<file path="config.mk">
export PLATFORM = sky130hd
export DESIGN_NAME = mouse_axis_emu
export DESIGN_NICKNAME = d
export VERILOG_FILES = /design/src/source/bbc_mem_pkg.sv /design/src/source/mouse_axis_emu.sv
export VERILOG_INCLUDE_DIRS = /design/src /design/src/source
export SDC_FILE = /design/constraint.sdc
export NUM_CORES = 1
export LEC_CHECK = 0
export ABC_AREA = 1
export BUFFER_PORTS_ARGS = -buffer_cell sky130_fd_sc_hd__buf_2
export CORE_UTILIZATION = 46
export CTS_CLUSTER_DIAMETER = 40
export DETAILED_ROUTE_END_ITERATION = 7
export GPL_TIMING_DRIVEN = 0
export PLACE_DENSITY = 0.8
export SYNTH_ARGS = -nofsm -noshare
export SYNTH_HDL_FRONTEND = slang
export SYNTH_SLANG_ARGS = --single-unit
</file>
<file path="constraint.sdc">
create_clock -name clk_sys -period 1.88 [get_ports clk_sys]
set_input_delay 0.376 -clock clk_sys [delete_from_list [all_inputs] [get_ports clk_sys]]
set_output_delay 0.376 -clock clk_sys [all_outputs]
set_load 0.02 [all_outputs]
</file>
<file path="src/source/bbc_mem_consts.svh">
//================================================
// sizes and limits shared by the memory glue
// ROM_WORDS must stay a multiple of one 16 KB bank
// RAM_BYTES is smaller than the 18-bit RAM window,
// addresses past it are not backed
//================================================

`ifndef BBC_MEM_CONSTS_SVH
`define BBC_MEM_CONSTS_SVH

// external bus of the machine core
`define BUS_ADDR_W      19
`define RAM_SEL_BIT     18
`define SLOT_ADDR_W     14

// packed ROM store, one image per bank
`define ROM_BANKS       14
`define ROM_WORDS       (`ROM_BANKS * 8192)

// main, shadow and sideways RAM together
`define RAM_BYTES       212992

// mouse to analog joystick
`define MOUSE_STEP_MAX  10
`define AXIS_MIN        (-128)
`define AXIS_MAX        127

`endif

</file>
<file path="src/source/bbc_mem_pkg.sv">
//================================================
// struct types for the memory glue and mouse path
// field order follows the core and loader wiring,
// do not reorder without changing the sources
//================================================

`include "bbc_mem_consts.svh"

package bbc_mem_pkg;

	// bus request from the machine core
	typedef struct packed {
		logic [`BUS_ADDR_W-1:0] addr;
		logic                   we_n;
		logic [7:0]             data;
	} bus_req_t;

	// ROM loader, one 16-bit word per wr pulse
	// addr is a byte address
	typedef struct packed {
		logic        wr;
		logic [17:0] addr;
		logic [15:0] data;
	} rom_load_t;

	// decode result
	typedef struct packed {
		logic [3:0] rom_bank;
		logic       is_ram;
		logic       slot_valid;
	} map_dec_t;

	// raw mouse packet, bit 24 toggles per packet
	typedef struct packed {
		logic       stb;
		logic [6:0] dy;
		logic       rsvd_16;
		logic [6:0] dx;
		logic [2:0] rsvd_8_6;
		logic       y_sign;
		logic       x_sign;
		logic [1:0] rsvd_3_2;
		logic [1:0] btn;
	} mouse_pkt_t;

	// emulated analog joystick
	typedef struct packed {
		logic [7:0] x;
		logic [7:0] y;
		logic       fire;
	} joy_axis_t;

endpackage

</file>
<file path="src/source/mouse_axis_emu.sv">
//================================================
// analog joystick emulated from mouse movement
// one update per toggle of the packet strobe
// any joystick button, hold or mouse_off gives
// control back to the real joystick
//================================================

`timescale 1ns/1ps

`include "bbc_mem_consts.svh"

module mouse_axis_emu (
	input  logic                    clk_sys,
	input  logic                    rst_n,
	input  logic                    hold,
	input  bbc_mem_pkg::mouse_pkt_t mouse,
	input  logic                    mouse_off,
	input  logic [7:0]              joy_x,
	input  logic [7:0]              joy_y,
	input  logic [15:0]             joy_btn,
	output bbc_mem_pkg::joy_axis_t  axis
);

	localparam logic signed [8:0] STEP_MAX = 9'(`MOUSE_STEP_MAX);
	localparam logic signed [8:0] POS_MIN  = 9'(`AXIS_MIN);
	localparam logic signed [8:0] POS_MAX  = 9'(`AXIS_MAX);

	logic              mouse_mode;
	logic              stb_prev;
	logic signed [8:0] mx, my;
	logic signed [8:0] mdx, mdy;
	logic signed [8:0] mdx_c, mdy_c;
	logic signed [8:0] nmx, nmy;
	logic        [7:0] src_x, src_y;

	// 9-bit signed steps from sign bit and magnitude field
	assign mdx = {mouse.x_sign, mouse.x_sign, mouse.dx};
	assign mdy = {mouse.y_sign, mouse.y_sign, mouse.dy};

	// clamp each step
	assign mdx_c = (mdx > STEP_MAX) ? STEP_MAX : (mdx < -STEP_MAX) ? -STEP_MAX : mdx;
	assign mdy_c = (mdy > STEP_MAX) ? STEP_MAX : (mdy < -STEP_MAX) ? -STEP_MAX : mdy;

	// mouse y grows downward, joystick y upward
	assign nmx = mx + mdx_c;
	assign nmy = my - mdy_c;

	always_ff @(posedge clk_sys or negedge rst_n) begin
		if (!rst_n) begin
			stb_prev   <= 1'b0;
			mouse_mode <= 1'b0;
			mx         <= '0;
			my         <= '0;
		end else begin
			stb_prev <= mouse.stb;
			// real joystick wins
			if ((|joy_btn) || hold || mouse_off) begin
				mouse_mode <= 1'b0;
				mx         <= '0;
				my         <= '0;
			end else if (stb_prev != mouse.stb) begin
				mouse_mode <= 1'b1;
				mx <= (nmx < POS_MIN) ? POS_MIN : (nmx > POS_MAX) ? POS_MAX : nmx;
				my <= (nmy < POS_MIN) ? POS_MIN : (nmy > POS_MAX) ? POS_MAX : nmy;
			end
		end
	end

	//================================================
	// output mapping
	//================================================
	assign src_x = mouse_mode ? mx[7:0] : joy_x;
	assign src_y = mouse_mode ? my[7:0] : joy_y;

	// signed to offset binary, then inverted sense
	assign axis.x    = 8'hFF - {~src_x[7], src_x[6:0]};
	assign axis.y    = 8'hFF - {~src_y[7], src_y[6:0]};
	assign axis.fire = mouse_mode ? (|mouse.btn) : joy_btn[4];

endmodule

</file>
Word level (Yosys, flattened, before mapping). Cells that the tools add are included.

Add/subtract/negate cells: 4. Magnitude comparators: 8. Eq/ne operators: 1. Muxes and demuxes: 17. Bitwise logic cells: 2. Reduce and logical (&&, ||, !) cells: 5.

Operators by type and width (number): $mux W9 (12); $gt A9 B8 Y1 const B (2); $lt A9 B8 Y1 const B (2); $gt A8 B5 Y1 const B (2); $lt A8 B5 Y1 const B (2); $mux W8 (2); $reduce_or A16 Y1 (1); $sub A8 B8 Y8 const A (2); $add A9 B9 Y9 (1); $sub A9 B9 Y9 (1); $mux W1 (3); $logic_or A1 B1 Y1 (2); $not A1 Y1 (2); $reduce_bool A2 Y1 (1); $reduce_or A2 Y1 (1); $ne A1 B1 Y1 (1).

Flip-flop bits (word level): 20. Input port bits: 61. Word-level logic and storage cells: 41.

Depth between registers and ports, before layout.
Depth after elaboration: 9. Mapped depth: 21.

Least setup slack after synthesis. No wires, ideal clock.

Path type: in2reg. Start point: in mouse[4] in the netlist's numbering. End point: reg mx[2]. Setup time: 0.116 ns. Arrival time: 2.489 ns. Required time: 1.764 ns. Slack: -0.726 ns. Stages: 19. Path buffers: 0. Cell sequence: inv_1 -> nor3_1 -> nand2_1 -> ha_1 -> inv_1 -> nand2_1 -> nor2_1 -> ha_1 -> fa_1 -> nand3_1 -> nand2_1 -> a21oi_2 -> inv_1 -> nand2_2 -> nand3_1 -> nand2_2 -> inv_4 -> nand2_1 -> nand2_1.

Word-level cells in the longest chain between the ends: 9. Elaborated cells between the ends (all ways): 11. Classes of those cells: add/sub: 1; order compare: 4; mux: 6.

RTL lines: start, declared (RTL line mouse_axis_emu.sv:16) `input bbc_mem_pkg::mouse_pkt_t mouse,`; $lt A8 B5 Y1 (RTL line mouse_axis_emu.sv:41) `assign mdx_c = (mdx > STEP_MAX) ? STEP_MAX : (mdx < -STEP_MAX) ? -STEP_MAX : mdx;`; $mux W9 (RTL line mouse_axis_emu.sv:41); $mux W9 * (RTL line mouse_axis_emu.sv:41); $add A9 B9 Y9 * (RTL line mouse_axis_emu.sv:45) `assign nmx = mx + mdx_c;`; $gt A9 B8 Y1 (RTL line mouse_axis_emu.sv:63) `mx <= (nmx < POS_MIN) ? POS_MIN : (nmx > POS_MAX) ? POS_MAX : nmx;`; $mux W9 (RTL line mouse_axis_emu.sv:63); $mux W9 * (RTL line mouse_axis_emu.sv:63); $mux W9 * (RTL line mouse_axis_emu.sv:61) `end else if (stb_prev != mouse.stb) begin`; $mux W9 * (RTL line mouse_axis_emu.sv:57) `if ((|joy_btn) || hold || mouse_off) begin`; end signal, assigned (RTL line mouse_axis_emu.sv:63); end, declared (RTL line mouse_axis_emu.sv:30) `logic signed [8:0] mx, my;`.

Mark *: on every way between the ends. The rest lies on a longest branch, timed or not. The select of a mux whose other input is x is not followed. A chain may end at the register's enable or synchronous reset.

Worst setup path after layout.
Start point: in mouse[14] in the netlist's numbering. End point: reg mx[6].

Same word-level chain as after synthesis.

==> results.cfg <==
[hold_path]
hold_class = input port to async pin

[sta]
fin_crit_ns = 2.47
tightestPinTransition_ns = 0.476
maxSlewHeadroom_pct = 68.3
rsz0062_at_grt = yes
fin_tns_setup_ns = -9.60
period_share_pct = 131
drv_slew = 0
timing.fmax_mhz = 405
skew_ns = 0.00385
fin_ws_ns = -0.588
final-hold-violation-count = 0
setup_violations = 18

[worst_setup_path]
r2r-end = my[0]$_DFFE_PN0P_
critical-path-top-delay-family = simple AND/OR/NAND/NOR gates
worstPathBufferInverterCount = 2
crit_required_ns = 2.03
ff2ff_setup_slack_ns = -0.14
endpoint = mx[6]$_DFFE_PN0P_
crit_type = input port to flop
start_kind = input port
rr_startpoint = my[0]$_DFFE_PN0P_
critPathMaxStageDelay_ns = 0.33
crit_slowest_cell = ha_1
arrival_ns = 2.62
crit_fanout = 7
worstSetupEndpointType = flop
reg2regPathDepth = 14
cp-startpoint = mouse[14]
crit_cells = 17
path_cells = buf_8 > nand2_4 > nor3_2 > nand2_1 > ha_4 > o21ai_0 > ha_1 > a21oi_1 > nand2_4 > a21oi_4 > inv_2 > nand2_4 > nand2_4 > nand2_8 > nand2_1 > nand2_1 > nand2_1

[placed_design]
dpl_worst_slack_ns = -0.985
place_congestion = 0.818
hpwl_um = 4150
placed_cells = 439
port_buffers = 71

[detailed_routing]
wl_met2_um = 3850
postRouteAntennaNets = 0
avgViaCountPerCell = 5.63
top_layer = met4
wl_per_cell_um = 16.6
wl_met3_um = 549
vias = 2591
remaining_drc_errors = 10
drtIter0Drc = 168
drt-met1-wl_um = 2730
wl_um = 7610
dr.pass1.iters = 7

[logic_synthesis]
yosysUniqueCellTypes = 31
avgSynthCellArea_um2 = 6.87
synth_top_area_share_pct = 23.1
syn_nets = 397
synth_compound_area_share_pct = 7.84
synth-edff-count = 0
ys_async_sr_fraction_pct = 100
synth-seq-cells = 20
netlist_area_um2 = 2170
synth_ff_type = dfrtp_1
synthCells = 316
synthSimpleGateAreaFrac_pct = 37.7
synth_fa_ha_area_share_pct = 12.2
synth-xor-area-share_pct = 4.44
synth_top_family_by_area = simple AND/OR/NAND/NOR gates
ys_warn_count = 0
yosys.area.top_type = dfrtp_1
ys_seq_area_share_pct = 23.1
synthTopCellsByArea = dfrtp_1 (23%), nand2_1 (19%), ha_1 (10%), mux2i_1 (6.0%), inv_1 (5.4%)
synthMuxAreaShare_pct = 6.00

[status]
outcome = complete, but fails checks
failed_checks = DRC, setup timing

[clocking]
cts_tree = done
worstSkewPairLatency_ns = 0.27
cts_max_level = 1
cts_max_path_buffers = 2
cts_root_buffer = clkbuf_8
clkSinkCount = 20
cts_buffers = 3
hold_buffers = 0
clk_pin_slew_worst_paths_ns = 0.08

[finish]
final_cells = 460
layout_common_cells = nand2_1 (82), buf_2 (64), nand2_2 (28), inv_1 (22), dfrtp_1 (20)
fill_cells = 280
final_common_cell = nand2_1
nets = 491
antenna_cells = 0
area_growth_pct = 53.6
drive_gt1_share_pct = 51.7

[floorplan]
die_height_um = 70.7
rows = 24
start_util_pct = 48.8
die-area_um2 = 4990
core_region_area_um2 = 4440
pin_count = 78
die_x_um = 70.7

[power]
total_power_uw = 1240
p_leak_uw = 0.00172
ir_drop_uv = 264
pwr_density_cell_nw_per_um2 = 372

[grt]
overflow = 0
antenna_found_initial = 0
grt_max_degree = 21
track_usage_pct = 23.7
grt_pass1_vias = 2290
grt_first_pass_wirelength_um = 9620

[flow_run]
max-cap-violations = 0
==> worst min path at each step <==
stage	slack, ns	endpoint	depth (start not counted)
2_1_floorplan	0.08	mouse_mode$_DFFE_PN0P_	0
3_3_place_gp	0.35	my[1]$_DFFE_PN0P_	1
3_5_place_dp	0.35	my[1]$_DFFE_PN0P_	1
4_1_cts	0.08	my[5]$_DFFE_PN0P_	1
5_1_grt	0.09	my[5]$_DFFE_PN0P_	1
6_report	0.05	my[1]$_DFFE_PN0P_	1
==> cells in the mapped netlist, types with 4 or more instances <==
cell and number:
mux2i_1 13, inv_1 31, a21oi_1 15, ha_1 18
nand2_4 5, dfrtp_1 20, nand3_2 5, o21ai_0 12
nand2_2 12, nor3_1 4, xor2_1 6, nand2_1 107
inv_2 9, nand3_1 16, nor2_1 15, xnor2_1 5
==> timing repair <==
item / in CTS / in global routing
resized for setup: 48 / 74
buffers inserted: 10 / 8
endpoints found under the setup margin: 27 / 24
pin swaps: 32 / 43
==> sequential cells by signal, indices dropped and copies added (netlist names) <==
| name | count |
|---|---|
| mouse_mode | 1 |
| mx | 9 |
| my | 9 |
| stb_prev | 1 |
==> worst register-to-register path, stage by stage (launching register included) <==
cell and delay (ns):
dfrtp_1 0.39, inv_1 0.12, ha_4 0.16, inv_4 0.03, fa_2 0.34, nand3_2 0.08
nand2_2 0.08, nand2_2 0.09, nand2_4 0.06, nand3_4 0.11, nand3_2 0.10, nand2_2 0.09
clkinv_4 0.10, nand2_2 0.09, nand2_1 0.06
==> report_power, final <==
part	switching, uW	internal [uW]
clock	157	143
sequential	0.477	431
combinational	288	220
total	446	794
==> cell families after synthesis <==
kind of cell,Yosys count
AO/OA/AOI/OAI,32
adder cells (fa/ha/maj),20
XOR/XNOR,11
buffers and inverters,46
multiplexers,13
AND/OR/NAND/NOR,174
flip-flops,20
==> layer usage <==
layer	vias to the layer above	track usage [%]
met1	1176	28.0
met5	-	0
met2	167	45.0
li1	1192	-
met4	0	4.22
met3	56	4.56
==> stage by stage <==
| step | cell area (um2) | hold WS, ns | util (%) |
|---|---|---|---|
| 2_1_floorplan | 2220 | 0.0804 | - |
| 3_3_place_gp | 2650 | 0.347 | 59.5 |
| 3_5_place_dp | 2650 | 0.354 | 59.5 |
| 4_1_cts | 2940 | 0.0755 | 66.0 |
| 5_1_grt | 3330 | 0.0936 | 75.0 |
| 6_report | 3330 | 0.0541 | 75.0 |
==> layout make-up <==
type / instances / area [um2] / area share, %
Clock buffer: 3 / 41.3 / 1.24
Buffer: 3 / 30.0 / 0.901
Tap cell: 52 / 65.1 / 1.95
Inverter: 43 / 188 / 5.63
Multi-Input combinational cell: 250 / 1930 / 58.0
Timing Repair Buffer: 89 / 577 / 17.3
Sequential cell: 20 / 500 / 15.0
Note: power is estimated with default switching activity, not from simulation.
