### src/source/bbc_mem_consts.svh
//================================================
// sizes and limits shared by the memory glue
// ROM_WORDS must stay a multiple of one 16 KB bank
// RAM_BYTES is smaller than the 18-bit RAM window,
// addresses past it are not backed
//================================================

`ifndef BBC_MEM_CONSTS_SVH
`define BBC_MEM_CONSTS_SVH

// external bus of the machine core
`define BUS_ADDR_W      19
`define RAM_SEL_BIT     18
`define SLOT_ADDR_W     14

// packed ROM store, one image per bank
`define ROM_BANKS       14
`define ROM_WORDS       (`ROM_BANKS * 8192)

// main, shadow and sideways RAM together
`define RAM_BYTES       212992

// mouse to analog joystick
`define MOUSE_STEP_MAX  10
`define AXIS_MIN        (-128)
`define AXIS_MAX        127

`endif

### src/source/bbc_mem_pkg.sv
//================================================
// struct types for the memory glue and mouse path
// field order follows the core and loader wiring,
// do not reorder without changing the sources
//================================================

`include "bbc_mem_consts.svh"

package bbc_mem_pkg;

	// bus request from the machine core
	typedef struct packed {
		logic [`BUS_ADDR_W-1:0] addr;
		logic                   we_n;
		logic [7:0]             data;
	} bus_req_t;

	// ROM loader, one 16-bit word per wr pulse
	// addr is a byte address
	typedef struct packed {
		logic        wr;
		logic [17:0] addr;
		logic [15:0] data;
	} rom_load_t;

	// decode result
	typedef struct packed {
		logic [3:0] rom_bank;
		logic       is_ram;
		logic       slot_valid;
	} map_dec_t;

	// raw mouse packet, bit 24 toggles per packet
	typedef struct packed {
		logic       stb;
		logic [6:0] dy;
		logic       rsvd_16;
		logic [6:0] dx;
		logic [2:0] rsvd_8_6;
		logic       y_sign;
		logic       x_sign;
		logic [1:0] rsvd_3_2;
		logic [1:0] btn;
	} mouse_pkt_t;

	// emulated analog joystick
	typedef struct packed {
		logic [7:0] x;
		logic [7:0] y;
		logic       fire;
	} joy_axis_t;

endpackage

### src/source/mem_map_decode.sv
//================================================
// sideways slot to ROM bank mapping
// purely combinational, output follows addr
// m128 is expected stable while the core runs
//================================================

`timescale 1ns/1ps

`include "bbc_mem_consts.svh"

module mem_map_decode (
	input  logic [`BUS_ADDR_W-1:0] addr,
	input  logic                   m128,
	output bbc_mem_pkg::map_dec_t  dec
);

	// 16 KB slot index, bits 17..14
	logic [3:0] slot;

	assign slot = addr[`SLOT_ADDR_W+3:`SLOT_ADDR_W];

	// RAM select passes straight through
	assign dec.is_ram = addr[`RAM_SEL_BIT];

	always_comb begin
		// empty slot unless matched below
		dec.rom_bank   = 4'd0;
		dec.slot_valid = 1'b1;
		case ({m128, slot})
			// B model, banks 0..3
			5'b0_0100: dec.rom_bank = 4'd0;
			// filing system
			5'b0_1000: dec.rom_bank = 4'd1;
			5'b0_1110: dec.rom_bank = 4'd2;
			// language slot
			5'b0_1111: dec.rom_bank = 4'd3;

			// Master model, banks 4..13
			5'b1_0010: dec.rom_bank = 4'd4;
			5'b1_0011: dec.rom_bank = 4'd5;
			// MOS lives in slot 4 here, not bank 0
			5'b1_0100: dec.rom_bank = 4'd6;
			5'b1_1001: dec.rom_bank = 4'd7;
			5'b1_1010: dec.rom_bank = 4'd8;
			5'b1_1011: dec.rom_bank = 4'd9;
			5'b1_1100: dec.rom_bank = 4'd10;
			5'b1_1101: dec.rom_bank = 4'd11;
			5'b1_1110: dec.rom_bank = 4'd12;
			5'b1_1111: dec.rom_bank = 4'd13;

			default: begin
				dec.rom_bank   = 4'd0;
				dec.slot_valid = 1'b0;
			end
		endcase
	end

endmodule

### config.mk
export PLATFORM = sky130hd
export DESIGN_NAME = mem_map_decode
export DESIGN_NICKNAME = d
export VERILOG_FILES = /design/src/source/bbc_mem_pkg.sv /design/src/source/mem_map_decode.sv
export VERILOG_INCLUDE_DIRS = /design/src /design/src/source
export SDC_FILE = /design/constraint.sdc
export NUM_CORES = 1
export LEC_CHECK = 0
export ABC_AREA = 1
export BUFFER_PORTS_ARGS = -buffer_cell sky130_fd_sc_hd__buf_2
export CAP_MARGIN = 20
export CORE_AREA = 2 2 39 41
export DETAILED_ROUTE_END_ITERATION = 8
export DIE_AREA = 0 0 41 43
export PLACE_DENSITY = 0.45
export REMOVE_ABC_BUFFERS = 1
export SLEW_MARGIN = 40
export SYNTH_ARGS = -nofsm -noshare
export SYNTH_HDL_FRONTEND = slang
export SYNTH_SLANG_ARGS = --single-unit
### constraint.sdc
create_clock -name vclk -period 1.05
set_clock_uncertainty 0.1 [all_clocks]
set_input_delay 0.315 -clock vclk [all_inputs]
set_output_delay 0.315 -clock vclk [all_outputs]
set_load 0.02 [all_outputs]
After elaboration in Yosys (flattened, before gate mapping)
Index checks and enable logic that the tools add are counted.

word-level totals
  register bits after elaboration = 0
  input bits = 20
  output and inout bits = 6
  logic and storage cells = 17

operators by class
  equal/unequal tests = 14
  multiplexer cells = 2
  reduce and logical (&&, ||, !) cells = 1

operators by type and width
  cell                number
  $pmux 4 s13         1
  $eq 5x5->1 const B  10
  $eq 5x4->1 const B  3
  $reduce_or 14->1    1
  $eq 5x3->1 const B  1
  $mux 1              1

Depth between registers and ports, before layout
Gate-level depths: netlist of the first run.

  depth after elaboration = 3
  gate-level depth with buffers = 5

Worst setup path before layout of the first run
No wires, ideal clock.

  path type = input to output
  from = in addr[16]
  to = out dec[5] (netlist name)
  data arrival time = 0.918 ns
  slack = -0.283 ns
  cell stages on the path = 2
  path through = inv_2 > a211oi_1

RTL lines
  what         RTL line              RTL
  from (decl)  mem_map_decode.sv:12  input logic [`BUS_ADDR_W-1:0] addr,
  to (decl)    mem_map_decode.sv:14  output bbc_mem_pkg::map_dec_t dec

==> impl_metrics.yaml, run 1 <==
run_status:
  outcome: "finished, violations left"
  violations: "negative setup slack"
hold_path:
  min_from: "addr[18]"
  holdCritPathClass: "in -> out"
cells_and_area:
  final_cell_mix: "7 x buf_6, 5 x nor2_4, 5 x nand3_2, 4 x nand2_2, 3 x nand2_1"
  fin_area_sq_um: 437
  multiInputGateArea_sq_um: 216
  nFlopsAndLatches: 0
  final_common_cell: "buf_6"
  drive_gt1_share_pct: 79.5
  n_clock_buffer: 0
  nets: 66
  diodes: 0
  fin_cells: 60
  nFillCells: 148
  regArea_sq_um: 0
  area_growth_pct: 184
timing:
  setup_viol: 5
  layout_worst_path_cycle_share_pct: 130
  rsz0062_at_grt: "true"
  finalMaxSlewViolations: 0
  relSlewSlack_pct: 89.4
  setup_tns_ns: -1.48
  fmax_mhz: 732
  fin_ws_ns: -0.316
  worstMarginPinSlew_ns: 0.159
  finalCriticalPeriod_ns: 1.37
  hold_viol_final: 0
drt:
  detail_route.wl_per_cell_microns: 10.0
  vias: 258
  drtIter0Drc: 2
  drtAntennaViolNets: 0
  firstDrtPassIters: 2
  drc_errors: 0
  drt-vias-per-instance: 4.30
  wl_microns: 601
yosys:
  seq_area_frac_synth_pct: 0
  ys_top_cells_by_area: "nand3_1 23%, nand2_1 17%, nor2_1 9.8%"
  ys_types: 12
  syn_inst: 32
  yosysWarnings: 0
  synth_top_area_share_pct: 22.8
  synth_top_area_cell: "nand3_1"
  syn_avg_cell_area_sq_um: 4.81
  netlist_area_sq_um: 154
global_routing:
  antenna_found_initial: 0
  grt_usage_pct: 7.39
  grt_overflow: 0
  grt_pass1_vias: 218
  grt_max_degree: 7
  grt_pass1_wl_microns: 952
critical_path:
  endpoint_kind: "output port"
  start_kind: "primary input"
  crit_required_ns: 0.63
  critPathCapture: "dec[2]"
  critPathKind: "in -> out"
  critPathArrivalTime_ns: 0.95
  worstPathMaxFanout: 4
  crit_start: "addr[17]"
placed_design:
  gp_congestion: 0.832
  placed_area_sq_um: 231
  io_buffers: 10
  place_inst: 59
die:
  initial_core_util_pct: 11.1
  dieWidth_microns: 41
  fp.coreArea_sq_um: 1380
  die_y_microns: 43
  num_rows: 14
  die_area_sq_um: 1760
  ios: 26
power:
  p_per_area_nw_per_um2: 436
  vdd_drop_max_v: 0.000176
  leakage_nw: 0.193
flow_run:
  max_cap_violations: 0
==> critical path: stages <==
cell	delay (ns)
buf_4	0.15
nand3_2	0.08
nand2_2	0.06
o21ai_1	0.13
nand2_1	0.08
buf_6	0.13
==> worst min-delay path by stage <==
| stage | cells after the start | to | slack [ns] |
|---|---|---|---|
| floorplan | 0 | dec[1] | 0.53 |
| global placement | 0 | dec[1] | 0.53 |
| detailed placement | 0 | dec[1] | 0.53 |
| CTS | 0 | dec[1] | 0.53 |
| global route | 0 | dec[1] | 0.53 |
| finish | 0 | dec[1] | 0.53 |
==> layer usage <==
layer	GRT usage (%)	share of wire, %	vias to the layer above
li1	-	-	133
met1	11.1	40	116
met2	11.6	53	9
met3	1.05	6.7	0
met4	0	0	0
met5	0	0	-
==> report_power, final <==
| group | switching [mW] | total (mW) | internal, mW |
|---|---|---|---|
| registers | 0 | 0 | 0 |
| clock network | 0 | 0 | 0 |
| logic | 0.0959 | 0.190 | 0.0944 |
==> logic make-up after synthesis <==
kind of cell | Yosys count | synth area share, %
AND/OR/NAND/NOR | 23 | 69.9
buffers and inverters | 6 | 17.1
AO/OA/AOI/OAI | 3 | 13.0
==> Yosys cell counts <==
cell / n
nor2_2: 2
a21o_1: 1
nand2_2: 1
buf_4: 1
nand2_1: 7
o21ai_1: 1
nand4_1: 2
inv_1: 2
a211oi_1: 1
inv_2: 3
nand3_1: 7
nor2_1: 4
==> cell type report <==
cell class	count	share of cell area [%]
timing repair buffer	13	37.5
tap	16	4.58
multi-input combinational	26	49.6
inverter	5	8.31
==> metrics by stage <==
step	setup WS [ns]	hold slack [ns]	total power, mW	util [%]
floorplan	-0.283	0.530	0.0552	-
global placement	-0.437	0.530	0.0990	16.7
detailed placement	-0.433	0.530	0.0996	16.7
CTS	-0.324	0.530	0.168	27.8
global route	-0.366	0.530	0.202	31.6
finish	-0.316	0.530	0.190	31.6
==> timing repair <==
action,in CTS,in global routing
setup endpoints to repair,5,5
gates cloned,0,0
hold buffers,0,0
gates resized for setup,44,13
pin swaps,13,9
buffers inserted,1,0
hold endpoints to repair,0,0
No activity file was read; power rests on OpenSTA's default activity.
==> run 2, diff against run 1 <==
--- a/config.mk
+++ b/config.mk
@@ -7,5 +7,5 @@
 export NUM_CORES = 1
 export LEC_CHECK = 0
-export ABC_AREA = 1
+export ABC_AREA = 0
 export BUFFER_PORTS_ARGS = -buffer_cell sky130_fd_sc_hd__buf_2
 export CAP_MARGIN = 20
==> constraint.sdc (replaced) <==
create_clock -name vclk -period 1.05
set_clock_uncertainty 0.1 [all_clocks]
set_input_delay 0.315 -clock vclk [all_inputs]
set_output_delay 0.315 -clock vclk [all_outputs]
set_load 0.01 [all_outputs]
==> impl_metrics.yaml, run 2 <==
critical_path:
  crit_required_ns: 0.63
  start_kind: "primary input"
  endpoint_kind: "output port"
  worstPathMaxFanout: 4
  critPathKind: "in -> out"
  critPathArrivalTime_ns: 1.12
cells_and_area:
  fin_cells: 59
  regArea_sq_um: 0
  diodes: 0
  area_growth_pct: 149
  nets: 65
  utilization_pct: 26.8
  final_cell_mix: "8 x buf_2, 8 x buf_4, 3 x nand2_1, 3 x buf_6"
  nFlopsAndLatches: 0
  drive_gt1_share_pct: 67.4
  n_clock_buffer: 0
global_routing:
  grt_overflow: 0
  grt_max_degree: 7
  antenna_found_initial: 0
  grt_pass1_wl_microns: 959
  grt_pass1_vias: 244
  grt_usage_pct: 7.19
die:
  die_area_sq_um: 1760
  num_rows: 14
  fp.coreArea_sq_um: 1380
  initial_core_util_pct: 10.8
  dieWidth_microns: 41
  ios: 26
  die_y_microns: 43
yosys:
  netlist_area_sq_um: 149
  ys_top_cells_by_area: "mux2_1 15%, nor2b_1 13%, nand2_1 7.6%"
  seq_area_frac_synth_pct: 0
  synth_xor_area_share_pct: 0
  syn_avg_cell_area_sq_um: 6.47
  syn_inst: 23
  synth_fa_ha_area_share_pct: 0
  synth_top_family_by_area: "simple AND/OR/NAND/NOR gates"
  synth_top_area_cell: "mux2_1"
  yosys.area_share.simple_pct: 48.7
  synth_common_cells: "3 x nand2_1, 3 x nor2b_1, 2 x mux2_1, 2 x nand3_1, 2 x o21ai_0"
  yosysWarnings: 0
  synthMuxAreaShare_pct: 15.1
  synth_top_area_share_pct: 15.1
  synth-compound-area-share_pct: 31.1
  ys_types: 16
placed_design:
  dp_slack_ns: -0.526
  place_inst: 57
  hpwl_microns: 404
  gp_congestion: 0.665
  io_buffers: 10
timing:
  fmax_mhz: 652
  rsz0062_at_grt: "true"
  worstMarginPinSlew_ns: 0.238
  finalCriticalPeriod_ns: 1.53
  hold_viol_final: 0
  finalMaxSlewViolations: 0
  setup_viol: 5
  relSlewSlack_pct: 84.1
  layout_worst_path_cycle_share_pct: 146
  fin_ws_ns: -0.484
drt:
  drtIter0Drc: 0
  firstDrtPassIters: 1
  drc_errors: 0
  detail_route.wl_per_cell_microns: 10.3
  drtAntennaViolNets: 0
  vias: 257
  drt-vias-per-instance: 4.36
  wl_microns: 607
hold_path:
  holdCritPathClass: "in -> out"
  min_path_cells: 0
power:
  p_per_area_nw_per_um2: 397
  vdd_drop_max_v: 0.0000887
  leakage_nw: 0.191
run_status:
  outcome: "finished, violations left"
  violations: "negative setup slack"
flow_run:
  max_cap_violations: 0
-- run 2: changes by cell type in the layout (fill, tap and decap cells not counted), sizes merged, moves of 3 or more --
| cell | previous run | this run |
|---|---|---|
| inv | 5 | 0 |
| buf | 13 | 21 |
| nor2b | 0 | 3 |
| nand2 | 8 | 3 |
| nor2 | 6 | 1 |
| nand3 | 7 | 2 |
-- run 2: cell type report --
type,instances,area [sq um]
fillers,158,1010
multi-input cells,22,181
well taps,16,20.0
repair buffers,21,169
-- run 2: worst max-delay path, cell delays in order --
cell and delay, ns:
buf_8 0.10, nor2b_4 0.11, and2_4 0.14, o311a_1 0.31
buf_2 0.14
-- run 2: kinds of logic after synthesis --
kind of cell,Yosys count
compound gates,7
mux,2
simple gates,13
buf+inv,1
-- run 2: report_power, final --
| group | internal, mW | switching (mW) | leakage, nW |
|---|---|---|---|
| combinational | 0.0863 | 0.0609 | 0.191 |
| clock | 0 | 0 | 0 |
| sequential | 0 | 0 | 0 |
-- run 2: routing by layer --
metal / global-route usage (%) / wire length [microns] / up-vias
li1: - / - / 127
met2: 11.6 / 305 / 8
met5: 0 / 0 / -
met3: 1.05 / 40 / 0
met1: 10.4 / 261 / 122
met4: 0 / 0 / 0
-- run 2: worst paths after layout --
path / end / slack (ns) / from
worst min-delay path: dec[1] / 0.53 / addr[18]
worst max-delay path: dec[4] / -0.48 / addr[17]
-- run 2: metrics by stage --
stage	TNS, ns	power, mW	hold slack, ns	instance area (sq um)
after floorplan	-0.717	0.0411	0.530	141
after global placement	-2.32	0.109	0.530	279
after detailed placement	-2.31	0.108	0.530	279
after CTS	-2.11	0.140	0.530	352
after global routing	-2.21	0.158	0.530	370
final	-2.07	0.147	0.530	370
-- run 2: timing repair --
action                                  4_1_cts  5_1_grt
endpoints found under the setup margin        5        5
hold buffers                                  0        0
pin swaps                                     6        3
buffers inserted                              1        1
gates cloned                                  0        0
gates resized for setup                      18        3
