$ cat src/source/bbc_mem_consts.svh
//================================================
// sizes and limits shared by the memory glue
// ROM_WORDS must stay a multiple of one 16 KB bank
// RAM_BYTES is smaller than the 18-bit RAM window,
// addresses past it are not backed
//================================================

`ifndef BBC_MEM_CONSTS_SVH
`define BBC_MEM_CONSTS_SVH

// external bus of the machine core
`define BUS_ADDR_W      19
`define RAM_SEL_BIT     18
`define SLOT_ADDR_W     14

// packed ROM store, one image per bank
`define ROM_BANKS       14
`define ROM_WORDS       (`ROM_BANKS * 8192)

// main, shadow and sideways RAM together
`define RAM_BYTES       212992

// mouse to analog joystick
`define MOUSE_STEP_MAX  10
`define AXIS_MIN        (-128)
`define AXIS_MAX        127

`endif

$ cat src/source/bbc_mem_pkg.sv
//================================================
// struct types for the memory glue and mouse path
// field order follows the core and loader wiring,
// do not reorder without changing the sources
//================================================

`include "bbc_mem_consts.svh"

package bbc_mem_pkg;

	// bus request from the machine core
	typedef struct packed {
		logic [`BUS_ADDR_W-1:0] addr;
		logic                   we_n;
		logic [7:0]             data;
	} bus_req_t;

	// ROM loader, one 16-bit word per wr pulse
	// addr is a byte address
	typedef struct packed {
		logic        wr;
		logic [17:0] addr;
		logic [15:0] data;
	} rom_load_t;

	// decode result
	typedef struct packed {
		logic [3:0] rom_bank;
		logic       is_ram;
		logic       slot_valid;
	} map_dec_t;

	// raw mouse packet, bit 24 toggles per packet
	typedef struct packed {
		logic       stb;
		logic [6:0] dy;
		logic       rsvd_16;
		logic [6:0] dx;
		logic [2:0] rsvd_8_6;
		logic       y_sign;
		logic       x_sign;
		logic [1:0] rsvd_3_2;
		logic [1:0] btn;
	} mouse_pkt_t;

	// emulated analog joystick
	typedef struct packed {
		logic [7:0] x;
		logic [7:0] y;
		logic       fire;
	} joy_axis_t;

endpackage

$ cat src/source/read_return.sv
//================================================
// read data return to the core
// decode is delayed to line up with the memories
// empty ROM slots read as zero
//================================================

`timescale 1ns/1ps

module read_return (
	input  logic                  clk_sys,
	input  logic                  rst_n,
	input  logic                  bus_lsb,
	input  bbc_mem_pkg::map_dec_t dec,
	input  logic [15:0]           rom_word,
	input  logic [7:0]            ram_byte,
	output logic [7:0]            rdata
);

	bbc_mem_pkg::map_dec_t dec_q;
	logic                  lsb_q;

	// same stage as rom_word / ram_byte
	always_ff @(posedge clk_sys or negedge rst_n) begin
		if (!rst_n) begin
			dec_q <= '0;
			lsb_q <= 1'b0;
		end else begin
			dec_q <= dec;
			lsb_q <= bus_lsb;
		end
	end

	always_comb begin
		if (dec_q.is_ram) begin
			rdata = ram_byte;
		end else if (dec_q.slot_valid) begin
			// even byte sits in the high half
			rdata = lsb_q ? rom_word[7:0] : rom_word[15:8];
		end else begin
			rdata = 8'h00;
		end
	end

endmodule

$ cat config.mk
export PLATFORM = sky130hd
export DESIGN_NAME = read_return
export DESIGN_NICKNAME = d
export VERILOG_FILES = /design/src/source/bbc_mem_pkg.sv /design/src/source/read_return.sv
export VERILOG_INCLUDE_DIRS = /design/src /design/src/source
export SDC_FILE = /design/constraint.sdc
export NUM_CORES = 1
export LEC_CHECK = 0
export CAP_MARGIN = 15
export CELL_PAD_IN_SITES_DETAIL_PLACEMENT = 0
export CELL_PAD_IN_SITES_GLOBAL_PLACEMENT = 1
export CORE_AREA = 2 2 39 41
export CTS_CLUSTER_DIAMETER = 100
export CTS_CLUSTER_SIZE = 14
export DETAILED_ROUTE_END_ITERATION = 10
export DIE_AREA = 0 0 41 43
export DONT_BUFFER_PORTS = 1
export PLACE_DENSITY = 0.48
export SYNTH_ARGS = -nofsm -noshare
export SYNTH_HDL_FRONTEND = slang
export SYNTH_SLANG_ARGS = --single-unit
export TNS_END_PERCENT = 30
$ cat constraint.sdc
create_clock -name clk_sys -period 0.8 [get_ports clk_sys]
set_input_delay 0 -clock clk_sys [delete_from_list [all_inputs] [get_ports clk_sys]]
set_output_delay 0 -clock clk_sys [all_outputs]
set_load 0.01 [all_outputs]
## After elaboration in Yosys (flattened, before gate mapping)

Index checks and enable logic that the tools add are counted.
W data, S select, Z words.

| cells by class | value |
|---|---|
| muxes and demuxes | 3 |

Operators by type and width:

| kind | number |
|---|---|
| $mux W8 | 3 |

| word-level totals | value |
|---|---|
| bits in registers | 3 |
| input bits | 33 |

## Logic depth before layout (Yosys ltp)

Gate-level depths: netlist of the first run.

| logic depth | value |
|---|---|
| depth after elaboration | 3 |
| mapped depth | 3 |
| gate-level depth less buffers | 2 |

## Worst setup path before layout of the first run

OpenSTA, ideal clock, no wires.

| path | value |
|---|---|
| path kind | reg-to-output |
| from | register dec_q[1] (netlist bit) |
| to | output port rdata[0] |
| arrival time | 0.854 ns |
| path slack | -0.054 ns |
| path buffers | 1 |
| stages on the path, launching flop included | 4 |
| cells stage by stage | dfrtp_1 buf_6 nand2b_4 o21ai_1 |

| between the ends | value |
|---|---|
| cells in the longest elaborated chain, start to end | 1 |

Ends and longest elaborated chain:

| item | line | text |
|---|---|---|
| start, declared | read_return.sv:19 | `bbc_mem_pkg::map_dec_t dec_q;` |
| start signal, assigned | read_return.sv:25 | `dec_q <= '0;` |
| start signal, assigned | read_return.sv:28 | `dec_q <= dec;` |
| $mux W8 | read_return.sv:34 | `if (dec_q.is_ram) begin` |
| end, declared | read_return.sv:16 | `output logic [7:0] rdata` |

Every way passes these cells.

## Worst setup path in the final report of the first run

| path | value |
|---|---|
| from | register lsb_q |
| to | output port rdata[1] |

| between the ends | value |
|---|---|
| cells in the longest elaborated chain, start to end | 3 |

Ends and longest elaborated chain:

| item | line | text |
|---|---|---|
| start, declared | read_return.sv:20 | `logic lsb_q;` |
| start signal, assigned | read_return.sv:29 | `lsb_q <= bus_lsb;` |
| $mux W8 | read_return.sv:38 | `rdata = lsb_q ? rom_word[7:0] : rom_word[15:8];` |
| $mux W8 | read_return.sv:36 | `end else if (dec_q.slot_valid) begin` |
| $mux W8 | read_return.sv:34 |  |

Every way passes these cells.

==> results of run 1 <==
-- kinds of logic (layout without fill, tap and decap cells) --
group | after synthesis | count (layout) | synth area share (%)
buf+inv | 2 | 11 | 8.61
simple gates | 9 | 9 | 16.7
mux | 8 | 8 | 30.6
flops | 3 | 3 | 28.7
compound gates | 8 | 8 | 15.3
-- repair_timing --
item / in CTS / in global routing
setup endpoints to repair: 8 / 8
cloned: 0 / 0
hold endpoints to repair: 6 / 0
resized for setup: 0 / 1
pin swaps: 1 / 0
hold buffers: 4 / 0
-- routing by layer --
layer | wire (µm) | vias to the layer above | share of wire (%)
met1 | 213 | 116 | 27
met2 | 501 | 16 | 64
li1 | - | 124 | -
met4 | 8 | 0 | 1.0
met5 | 0 | - | 0
met3 | 63 | 2 | 8.0
-- worst paths after layout --
kind	start	end	slack, ns	cells after the start
max	lsb_q	rdata[1]	-0.27	3
min in group clk_sys	ram_byte[6]	rdata[6]	0.12	2
min	rst_n	lsb_q	0.01	1
max in group asynchronous	rst_n	dec_q[0]	0.65	1
-- layout make-up --
cell class | count | area [µm²] | area share (%)
multi-input cells | 25 | 198 | 51.8
repair buffers | 7 | 62.6 | 16.4
flip-flops and latches | 3 | 75.1 | 19.7
well taps | 16 | 20.0 | 5.25
clock buffers | 4 | 26.3 | 6.89
-- placed cells by master, fill, tap and decap left out --
cell	count
nand2_1	8
o21ai_2	8
mux2i_1	7
dlygate4sd3_1	4
clkbuf_4	3
dfrtp_1	3
buf_4	3
nand2b_4	1
mux2i_2	1
clkbuf_1	1
-- state kept, by name (all words and copies together) (netlist names) --
register / flops
dec_q: 2
lsb_q: 1
-- where the power goes --
group	total, W	internal [W]	switching (W)
Sequential	0.000165	0.000160	0.00000471
Clock	0.000263	0.000187	0.0000762
Combinational	0.000150	0.0000691	0.0000809
Total	0.000578	0.000416	0.000162
-- stage by stage --
stage	TNS, ns	setup slack (ns)	utilization (%)	total power (W)
after floorplan	-0.407	-0.0534	-	0.000284
after CTS	-2.17	-0.278	27.3	0.000599
after global placement	-0.0450	-0.0263	22.5	0.000296
final	-2.03	-0.273	27.6	0.000578
after detailed placement	-0.144	-0.0457	22.5	0.000300
after global routing	-2.61	-0.335	27.6	0.000632
==> flow_summary.yaml, run 1 <==
outcome:
  status: "finished with violations"
  failed_checks: "setup timing"
setup_path:
  slowest_stage: "dfrtp_1"
  critPathMaxFanout: 4
  cp-start-kind: "register"
  crit_path_end_kind: "output pin"
  cp.buffers_inverters: 1
  crit_type: "register to output pin"
  critPathTopFamily: "flip-flops"
  critPathArrivalTime_ns: 1.07
  cpPeakStageDelay_ns: 0.36
  cp.required_ns: 0.80
  crit_chain: "buf_4, mux2i_2, o21ai_2"
yosys:
  synth_top_area_share_pct: 30.6
  yosysTopAreaCell: "mux2i_1"
  synth_area_um2: 262
  synth_cell_types: 6
  avgSynthCellArea_um2: 8.72
  synth_edf_count: 0
  synth_warnings: 0
  synth.top_cells.by_area: "mux2i_1 31%, dfrtp_1 29%, o21ai_1 15%, nand2_1 11%, buf_6 8.6%"
  synthArstFlopShare_pct: 100
  netlist_instances: 30
  synth-seq-area-share_pct: 28.7
  synth_flop_cell: "dfrtp_1"
  synthTopCellsByCount: "8 x mux2i_1, 8 x nand2_1, 8 x o21ai_1"
  ys_seq_elements: 3
  syn_nets: 63
global_route:
  antenna_found_initial: 0
  grt_pass1_wl_um: 1100
  grt_max_degree: 9
  grt_pass1_vias: 275
  grt_use_met2_pct: 19.1
  use_met1_pct: 6.11
  use_met3_pct: 3.14
  grt.busiest_layer: "met2"
  grt_use_total_pct: 10.4
  grt-ovfl-total: 0
floorplanning:
  die_area_mm2: 0.00176
  rows: 14
  ios: 41
  die_y_um: 43
  initial_core_util_pct: 18.9
  die_x_um: 41
  coreArea_mm2: 0.00138
detailed_routing:
  vias: 258
  ant_nets: 0
  drt_iter0_drc: 1
  drc: 0
  finalWirelength_um: 787
  vias_per_cell: 4.69
  wl_per_cell_um: 14.3
  drt-pass1-iter-count: 2
clocking:
  postCtsSetupBuffers: 0
  numCtsBuffers: 3
  path_clk_slew_ns: 0.04
  root_buffer: "clkbuf_4"
  cts_num_sinks: 3
  clk_path_buf_depth: 2
  cts_tree: "yes"
  h-tree-depth: 1
place:
  dp.cells: 47
  port-buffer-count: 0
  gp_congestion: 0.511
  hpwl_um: 583
  place_area_um2: 312
power_and_ir_drop:
  power.leakage_nw: 0.176
  peakVddDrop_mv: 0.722
  power_density_mw_per_mm2: 1510
sta:
  finalCritPeriodShare_pct: 134
  worst_pin_slew_ns: 0.164
  rsz0062_at_grt: "true"
  setup_viol: 8
  slew_headroom_pct: 88.8
  timing.hold.ws_ns: 0.0135
  finalWorstSetupSlack_ns: -0.273
  timing_hold_violations_final: 0
  maxSlewViolCount: 0
  max_clock_freq_mhz: 932
  fin_crit_ns: 1.07
finish:
  diodes: 0
  fill_cells: 144
  area_growth_pct: 45.9
  stdcell_area_um2: 382
  layoutNonFillerInstCount: 55
  nNetsFinal: 73
  drive_above_1_share_pct: 41.0
run:
  drv_cap: 0
worst_hold_path:
  hp-class: "input port to async pin"
Note: power is estimated with default switching activity, not from simulation.
==> run 2: changes to the inputs <==
- PLACE_DENSITY: 0.48 -> 0.47
- clock period: 0.8 -> 1.2 ns (I/O delays scaled with it)
==> run 2 against run 1 <==
Compared with the run above: the run now ends clean; first-iteration DRC count decreased by 100%; worst setup slack better by 0.37 ns; sequential power is 30% lower.
==> flow_summary.yaml, run 2 (synthesized netlist as in run 1, its figures left out) <==
outcome:
  status: "finished clean"
finish:
  diodes: 0
  regMostFlops: "dec_q"
  area_growth_pct: 33.0
  fill_cells: 160
  stdcell_area_um2: 348
  drive_above_1_share_pct: 18.4
  reg_top3: "dec_q: 2 flops, lsb_q: 1 flops"
  nNetsFinal: 72
  layout_common_cells: "8 x mux2i_1, 8 x nand2_1, 7 x o21ai_1"
  largest_register_ffs: 2
run:
  drv_cap: 0
setup_path:
  cp-start-kind: "register"
  crit_chain: "mux2i_1, o21ai_1"
  cpPeakStageDelay_ns: 0.49
  crit_path_end_kind: "output pin"
  crit_type: "register to output pin"
  critPathTopFamily: "flip-flops"
  critPathMaxFanout: 8
  cp.required_ns: 1.20
  cp.buffers_inverters: 0
  critPathArrivalTime_ns: 1.11
  slowest_stage: "dfrtp_2"
sta:
  tns_ns: 0
  maxSlewViolCount: 0
  max_clock_freq_mhz: 905
  finalCritPeriodShare_pct: 92.1
  timing_hold_violations_final: 0
  setup_viol: 0
  fin_crit_ns: 1.11
  rsz0062_at_grt: "false"
  worst_pin_slew_ns: 0.256
  slew_headroom_pct: 82.8
clocking:
  clk_path_buf_depth: 2
  path_clk_slew_ns: 0.04
  root_buffer: "clkbuf_4"
  cts_tree: "yes"
  numCtsBuffers: 3
  h-tree-depth: 1
  cts_num_sinks: 3
detailed_routing:
  drt-pass1-iter-count: 1
  ant_nets: 0
  finalWirelength_um: 761
  vias: 247
  vias_per_cell: 4.57
  wl_per_cell_um: 14.1
  drc: 0
  drt_iter0_drc: 0
floorplanning:
  initial_core_util_pct: 18.9
  coreArea_mm2: 0.00138
  die_y_um: 43
  die_area_mm2: 0.00176
  die_x_um: 41
  ios: 41
  rows: 14
global_route:
  grt_pass1_vias: 294
  grt_pass1_wl_um: 1130
  grt-ovfl-total: 0
  grt_use_total_pct: 10.4
  antenna_found_initial: 0
  grt_max_degree: 9
place:
  port-buffer-count: 0
  place_area_um2: 267
  gp_congestion: 0.522
power_and_ir_drop:
  peakVddDrop_mv: 0.474
  power_density_mw_per_mm2: 1060
  power.leakage_nw: 0.160
worst_hold_path:
  hp-class: "input port to output pin"
-- run 2: cell count changes in the layout (fill, tap and decap cells not counted), sizes merged --
cell and change:
buf -2, dlygate4sd3 +1
-- run 2: per-layer routing --
metal | part of all wire [%] | GRT usage, %
met3 | 6.7 | 3.66
met1 | 26 | 6.17
met4 | 0 | 10.0
met5 | 0 | 0
met2 | 68 | 19.4
-- run 2: per-stage QoR --
| step | cells | utilization (%) | hold WS (ns) | setup slack (ns) | power [W] |
|---|---|---|---|---|---|
| after global routing | 54 | 25.1 | 0.152 | 0.0113 | 0.000404 |
| after detailed placement | 45 | 19.3 | -0.296 | 0.215 | 0.000179 |
| after global placement | 45 | 19.3 | -0.296 | 0.238 | 0.000178 |
| after floorplan | 30 | - | -0.296 | 0.346 | 0.000175 |
| final | 54 | 25.1 | 0.125 | 0.0945 | 0.000369 |
| after CTS | 53 | 24.1 | 0.00344 | 0.0609 | 0.000379 |
-- run 2: cell type report --
| type | count | area (µm²) | area share, % |
|---|---|---|---|
| tap | 16 | 20.0 | 5.76 |
| multi-input combinational | 25 | 168 | 48.2 |
| sequential | 3 | 76.3 | 21.9 |
| clock buffer | 4 | 26.3 | 7.55 |
| timing repair buffer | 6 | 57.6 | 16.5 |
-- run 2: path summary, 6_finish.rpt --
| check | from | end | slack [ns] | cells after the start |
|---|---|---|---|---|
| max in group asynchronous | rst_n | lsb_q | 0.50 | 2 |
| min in group asynchronous | rst_n | dec_q[0] | 0.55 | 2 |
| worst max-delay path | lsb_q | rdata[7] | 0.09 | 2 |
| worst min-delay path | ram_byte[3] | rdata[3] | 0.13 | 2 |
-- run 2: where the power goes --
group / switching (W) / internal, W / leakage (nW)
sequential: 0.00000870 / 0.000107 / 0.0340
combinational: 0.0000387 / 0.0000379 / 0.111
clock: 0.0000517 / 0.000125 / 0.0150
-- run 2: repair_timing --
action,in CTS,in global routing
setup buffers,0,0
hold buffers,4,1
resized for setup,1,1
endpoints found under the hold margin,6,1
endpoints found under the setup margin,8,1
